### config.mk
export PLATFORM = sky130hd
export DESIGN_NAME = report_serializer
export DESIGN_NICKNAME = d
export VERILOG_FILES = /design/src/rtl/sdram_test_pkg.sv /design/src/rtl/report_serializer.sv
export SDC_FILE = /design/constraint.sdc
export NUM_CORES = 1
export LEC_CHECK = 0
export BUFFER_PORTS_ARGS = -buffer_cell sky130_fd_sc_hd__buf_4
export CAP_MARGIN = 10
export CORE_MARGIN = 2
export CORE_UTILIZATION = 55
export DETAILED_ROUTE_END_ITERATION = 16
export HOLD_SLACK_MARGIN = 0.06
export PLACE_DENSITY = 0.88
export SETUP_SLACK_MARGIN = 0.1
export SLEW_MARGIN = 15
export SYNTH_ARGS = -nofsm -noshare
export SYNTH_HDL_FRONTEND = slang
export SYNTH_SLANG_ARGS = --single-unit
### constraint.sdc
create_clock -name clk_133MHz_210 -period 4.11 [get_ports clk_133MHz_210]
set_input_delay 0.411 -clock clk_133MHz_210 [delete_from_list [all_inputs] [get_ports clk_133MHz_210]]
set_output_delay 0.411 -clock clk_133MHz_210 [all_outputs]
set_load 0.01 [all_outputs]
### src/rtl/sdram_test_pkg.sv
package sdram_test_pkg;

    ////////////////////////////////////////////////////////////////////////////
    // Data path and address widths.
    ////////////////////////////////////////////////////////////////////////////
    localparam int WORD_W = 16;            // SDRAM data word.
    localparam int ADDR_W = 24;            // Bank(2) + row(13) + column(9).

    // Four-word mode of the controller.
    localparam int NUM_LANES       = 4;
    localparam int BYTES_PER_BURST = 2 * NUM_LANES;   // High and low byte per lane.

    typedef logic [WORD_W-1:0] word_t;
    typedef logic [ADDR_W-1:0] addr_t;

    ////////////////////////////////////////////////////////////////////////////
    // Burst sequencer states.
    ////////////////////////////////////////////////////////////////////////////
    typedef enum logic [2:0] {
        ST_WRITE,       // Write request held until done.
        ST_READ,        // Read request held until done.
        ST_REPORT,      // Serializer sends the burst bytes.
        ST_PAUSE,       // Gap before the next burst.
        ST_DONE,        // Frame covered, idle.
        ST_HALT         // Compare error, led on.
    } seq_state_t;

    ////////////////////////////////////////////////////////////////////////////
    // UART report.
    ////////////////////////////////////////////////////////////////////////////
    localparam logic [7:0] ERR_HI_CODE = 8'hEE;   // High byte mismatch.
    localparam logic [7:0] ERR_LO_CODE = 8'hFF;   // Low byte mismatch.

    // Start bit, eight data bits LSB first, two stop bits.
    localparam int UART_FRAME_BITS = 11;

endpackage
### src/rtl/report_serializer.sv
`timescale 1ns/1ps

module report_serializer
    import sdram_test_pkg::*;
#(
    parameter int BAUD_DIV = 1157       // Clocks per UART bit.
) (
    input  logic                 clk_133MHz_210,
    input  logic                 rst_n,
    input  logic                 report_start,              // One-cycle kick.
    input  word_t                back_words [NUM_LANES],    // Read-back words.
    input  logic [NUM_LANES-1:0] hi_match,
    input  logic [NUM_LANES-1:0] lo_match,
    output logic                 report_done,               // One-cycle strobe.
    output logic                 report_fail,               // Valid with done.
    output logic                 uart_txd
);

    localparam int BAUD_W = $clog2(BAUD_DIV + 1);
    localparam int BIT_W  = $clog2(UART_FRAME_BITS);
    localparam int IDX_W  = $clog2(BYTES_PER_BURST) + 1;
    localparam int LANE_W = $clog2(NUM_LANES);

    localparam logic [BAUD_W-1:0] BAUD_LAST = BAUD_W'(BAUD_DIV - 1);
    localparam logic [BIT_W-1:0]  BIT_LAST  = BIT_W'(UART_FRAME_BITS - 1);
    localparam logic [IDX_W-1:0]  IDX_LAST  = IDX_W'(BYTES_PER_BURST - 1);

    logic                       busy;
    logic [IDX_W-1:0]           byte_idx;   // Byte on the line.
    logic [BAUD_W-1:0]          baud_cnt;
    logic [BIT_W-1:0]           bit_cnt;
    logic [UART_FRAME_BITS-1:0] tx_shift;   // LSB drives the line.
    logic                       err_sent;   // Current frame is an error code.

    logic [IDX_W-1:0]           load_idx;
    logic [LANE_W-1:0]          load_lane;
    logic                       load_hi;
    logic                       load_ok;
    logic [7:0]                 load_byte;

    ////////////////////////////////////////////////////////////////////////////
    // Next byte selection.
    ////////////////////////////////////////////////////////////////////////////

    // Order: lane 0 high, lane 0 low, lane 1 high, ...
    assign load_idx  = busy ? byte_idx + 1'b1 : '0;
    assign load_lane = load_idx[LANE_W:1];
    assign load_hi   = ~load_idx[0];                // Even index is high byte.
    assign load_ok   = load_hi ? hi_match[load_lane] : lo_match[load_lane];

    always_comb begin
        if (load_ok && load_hi) begin
            load_byte = back_words[load_lane][WORD_W-1 -: 8];
        end else if (load_ok) begin
            load_byte = back_words[load_lane][7:0];
        end else if (load_hi) begin
            load_byte = ERR_HI_CODE;                // Replaces the bad byte.
        end else begin
            load_byte = ERR_LO_CODE;
        end
    end

    ////////////////////////////////////////////////////////////////////////////
    // Baud, bit and byte counters with the shift register.
    ////////////////////////////////////////////////////////////////////////////
    always_ff @(posedge clk_133MHz_210 or negedge rst_n) begin
        if (!rst_n) begin
            busy        <= 1'b0;
            byte_idx    <= '0;
            baud_cnt    <= '0;
            bit_cnt     <= '0;
            tx_shift    <= '1;                      // Line idles high.
            err_sent    <= 1'b0;
            report_done <= 1'b0;
            report_fail <= 1'b0;
        end else begin
            report_done <= 1'b0;
            report_fail <= 1'b0;
            if (!busy) begin
                if (report_start) begin
                    busy     <= 1'b1;
                    byte_idx <= '0;
                    baud_cnt <= '0;
                    bit_cnt  <= '0;
                    tx_shift <= {2'b11, load_byte, 1'b0};   // Stop, data, start.
                    err_sent <= ~load_ok;
                end
            end else if (baud_cnt != BAUD_LAST) begin
                baud_cnt <= baud_cnt + 1'b1;
            end else begin
                baud_cnt <= '0;
                if (bit_cnt != BIT_LAST) begin
                    bit_cnt  <= bit_cnt + 1'b1;
                    tx_shift <= {1'b1, tx_shift[UART_FRAME_BITS-1:1]};
                end else if (err_sent || byte_idx == IDX_LAST) begin
                    // Last frame out.
                    busy        <= 1'b0;
                    tx_shift    <= '1;
                    report_done <= 1'b1;
                    report_fail <= err_sent;
                end else begin
                    // Back to back, no idle gap.
                    bit_cnt  <= '0;
                    byte_idx <= load_idx;
                    tx_shift <= {2'b11, load_byte, 1'b0};
                    err_sent <= ~load_ok;
                end
            end
        end
    end

    assign uart_txd = tx_shift[0];

    // The walk never runs past the last byte of a burst.
    a_idx_range: assert property (@(posedge clk_133MHz_210) disable iff (!rst_n)
        busy |-> byte_idx < IDX_W'(BYTES_PER_BURST));

endmodule

==> flow_summary_export.csv <==
group,metric,value,unit
clocking,cts_buffers,5,
placement,port_buffers,77,
flow_run,cap_viol_max_count,0,
floorplan,placementRows,23,
global_route,first_global_vias,2339,
floorplan,floorplan.initialDensity,0.582,
clocking,tritoncts,"built",
logic_synthesis,synthArstFlopShare,1.00,
logic_synthesis,synth_compound_area_frac,0.204,
global_route,gr-usage-all-layers,0.262,
timing,max_clock_freq,0.349,GHz
route,route.detailed.drc,0,
logic_synthesis,synthTopCellsByArea,"sky130_fd_sc_hd__dfrtp_1 24%, sky130_fd_sc_hd__dfstp_2 10%, sky130_fd_sc_hd__mux4_2 8.6%",
worst_setup_path,cp-start-kind,"flop",
timing,finalSetupViolCount,0,
clocking,post_cts_buffers,0,
final_layout,antennaDiodeCount,0,
hold_path,min-delay-path-class,"in2async",
logic_synthesis,synth_cells,264,
logic_synthesis,synth.area.mux_share,0.129,
final_layout,layout-area-overhead-vs-synth,28.4,%
logic_synthesis,netlist_top_cells_count,"30 x sky130_fd_sc_hd__nand2_1, 25 x sky130_fd_sc_hd__nor2_1, 24 x sky130_fd_sc_hd__o21ai_0",
worst_setup_path,worstPathArrival,3080,ps
logic_synthesis,synth_enable_flop_cells,0,
route,drt_pass1_iterations,5,
logic_synthesis,synth.top_cell.area_share,0.244,
route,via_count,2345,
logic_synthesis,yosys_register_bits,32,
worst_setup_path,worstSetupPathType,"reg2reg",
global_route,grt_start_max_net_pins,33,
placement,last_weighted_congestion_value_of_the_routability_driven_placer,0.955,
floorplan,chipWidth,69.5,um
logic_synthesis,post_synth.cell_area_avg,8.95,sq um
clocking,htree_num_levels,2,
global_route,wire_length_of_the_first_global_routing_pass,10400,um
worst_setup_path,critPathCaptureType,"flop",
final_layout,finalCoreUtilization,0.747,
logic_synthesis,synth.cell_area,2360,sq um
floorplan,floorplan.die_area,4840,sq um
logic_synthesis,mappedNetlistNets,344,
timing,rsz0062_at_grt,"false",
route,via_per_inst,6.08,
timing,max_slew.worst_pin.slew,970,ps
worst_setup_path,crit_path_max_fanout,25,
logic_synthesis,ys.warnings.count,0,
logic_synthesis,synthMostInstantiatedCell,"sky130_fd_sc_hd__nand2_1",
worst_setup_path,worst_endpoint_required_time,4320,ps
logic_synthesis,netlist-cell-type-count,53,
logic_synthesis,synth.yosys.seq_area_share,0.344,
logic_synthesis,synth_top_family_by_area,"simple AND/OR/NAND/NOR gates",
clocking,cts.clk_slew.worst_paths,60,ps
final_layout,final_layout_size_suffix_gt1_frac,0.327,
logic_synthesis,ys.flop_type,"sky130_fd_sc_hd__dfrtp_1",
floorplan,ioPinCount,78,
timing,maxSlewHeadroom,0.352,
final_layout,design.final.nets,415,
logic_synthesis,synth_fa_ha_area_frac,0.0265,
timing,setup_tns,0,ps
timing,min_period,2870,ps
global_route,antenna_violations_before_repair,0,
pwr,report.power.total,0.00115,W
logic_synthesis,post-synth-top-area-cell,"sky130_fd_sc_hd__dfrtp_1",
timing,layout_worst_path_cycle_share,0.698,
status,run_status,"finished, final reports clean",
route,number_of_violations_reported_at_the_end_of_detailed_routing_iteration_0,177,
pwr,power.density,378,nW/um^2
logic_synthesis,synth_simple_gate_area_share,0.231,
clocking,tritoncts_num_sinks,32,
clocking,clock_insertion_delay_at_the_later_pin_of_the_skew_report,280,ps
global_route,grt-ovfl-total,0,
floorplan,floorplan.die.height,69.5,um
timing,finalHoldViolations,0,
floorplan,fp.coreArea,4060,sq um
pwr,vdd_ir_drop_max,0.153,mV
clocking,clk_path_buf_depth,2,
logic_synthesis,synth-xor-area-share,0.0185,
route,routedWlPerCell,15.7,um
clocking,cts_repair_resize_count,0,
timing,finalMaxSlewViolations,0,
route,ant_nets,0,
placement,hpwlAfterDp,4680,um
pwr,cellLeakagePower,1.32,nW
timing,final_skew,6.92,ps
clocking,cts_root_buf,"sky130_fd_sc_hd__clkbuf_8",
clocking,holdBufCountCts,0,
route,wirelength,6050,um
## cell usage in the layout, fill, tap and decap left out, types with 3 or more instances in the layout
| master | n |
|---|---|
| sky130_fd_sc_hd__o21ai_0 | 24 |
| sky130_fd_sc_hd__a211oi_1 | 4 |
| sky130_fd_sc_hd__a21oi_1 | 9 |
| sky130_fd_sc_hd__nand3_1 | 13 |
| sky130_fd_sc_hd__nand3b_1 | 3 |
| sky130_fd_sc_hd__dfstp_2 | 9 |
| sky130_fd_sc_hd__nor3_1 | 10 |
| sky130_fd_sc_hd__mux2i_1 | 8 |
| sky130_fd_sc_hd__nor3b_1 | 4 |
| sky130_fd_sc_hd__clkbuf_8 | 6 |
| sky130_fd_sc_hd__nor2_1 | 25 |
| sky130_fd_sc_hd__inv_1 | 9 |
| sky130_fd_sc_hd__mux4_2 | 9 |
| sky130_fd_sc_hd__nand2_1 | 30 |
| sky130_fd_sc_hd__xnor2_1 | 3 |
| sky130_fd_sc_hd__nor2b_1 | 4 |
| sky130_fd_sc_hd__o31ai_1 | 6 |
| sky130_fd_sc_hd__dfrtp_1 | 23 |
| sky130_fd_sc_hd__o221ai_1 | 5 |
| sky130_fd_sc_hd__buf_4 | 79 |
| sky130_fd_sc_hd__ha_1 | 5 |
| sky130_fd_sc_hd__or4_1 | 4 |
## critical path, stage by stage, from the launching register on
cell,delay [ps]
sky130_fd_sc_hd__dfrtp_1,420
sky130_fd_sc_hd__ha_1,520
sky130_fd_sc_hd__nand2_1,640
sky130_fd_sc_hd__a2111oi_0,700
sky130_fd_sc_hd__a311o_1,180
sky130_fd_sc_hd__o311ai_0,160
sky130_fd_sc_hd__a21oi_1,170
## path summary, 6_finish.rpt
kind	from	to	slack, ps	cells past startpoint
setup reg to reg	byte_idx[0]	tx_shift[2]	1240	6
min in group clk_133MHz_210	report_start	byte_idx[3]	320	2
hold reg to reg	tx_shift[1]	tx_shift[0]	480	2
max in group asynchronous	rst_n	tx_shift[3]	3720	1
setup / recovery	byte_idx[0]	tx_shift[2]	1240	6
hold / removal	rst_n	baud_cnt[10]	50	1
## per-layer routing
| metal | share of wire | track usage | wire (um) |
|---|---|---|---|
| met4 | 0.024 | 0.0893 | 144 |
| met1 | 0.42 | 0.328 | 2530 |
| met2 | 0.48 | 0.440 | 2920 |
| met5 | 0 | 0 | 0 |
| met3 | 0.074 | 0.0654 | 447 |
## metrics by stage
| stage | cells | area [sq um] | hold WS, ps | setup slack (ps) |
|---|---|---|---|---|
| 3_5_place_dp | 378 | 2940 | 371 | 1290 |
| 5_1_grt | 386 | 3030 | 76.4 | 996 |
| 4_1_cts | 386 | 3030 | 64.3 | 1280 |
| 2_1_floorplan | 264 | 2360 | 115 | 1960 |
| 3_3_place_gp | 378 | 2940 | 367 | 1420 |
| 6_report | 386 | 3030 | 52.8 | 1240 |
## kinds of logic (layout without fill, tap and decap cells)
kind of cell / count (synthesis) / count (layout)
AO/OA/AOI/OAI: 70 / 70
XOR/XNOR: 5 / 5
adder cells (fa/ha/maj): 5 / 5
buffers and inverters: 24 / 96
flip-flops: 32 / 32
multiplexers: 19 / 19
AND/OR/NAND/NOR: 109 / 109
## sequential cells by signal, indices dropped and copies added, names as in the netlist
register     flops
baud_cnt        11
bit_cnt          4
busy             1
byte_idx         4
err_sent         1
report_done      1
report_fail      1
tx_shift         9
## report_power, final
| group | switching [W] | internal, W |
|---|---|---|
| Sequential | 0.0000908 | 0.000426 |
| Clock | 0.000109 | 0.000136 |
| Combinational | 0.000185 | 0.000200 |
## cell type report
cell class                 count  area [sq um]
tap                           50          62.6
fill                         287          1020
multi-input combinational    208          1440
timing repair buffer          79           593
inverter                       9          33.8
sequential                    32           812
clock buffer                   8          90.1
(Power assumes the default switching activity.)
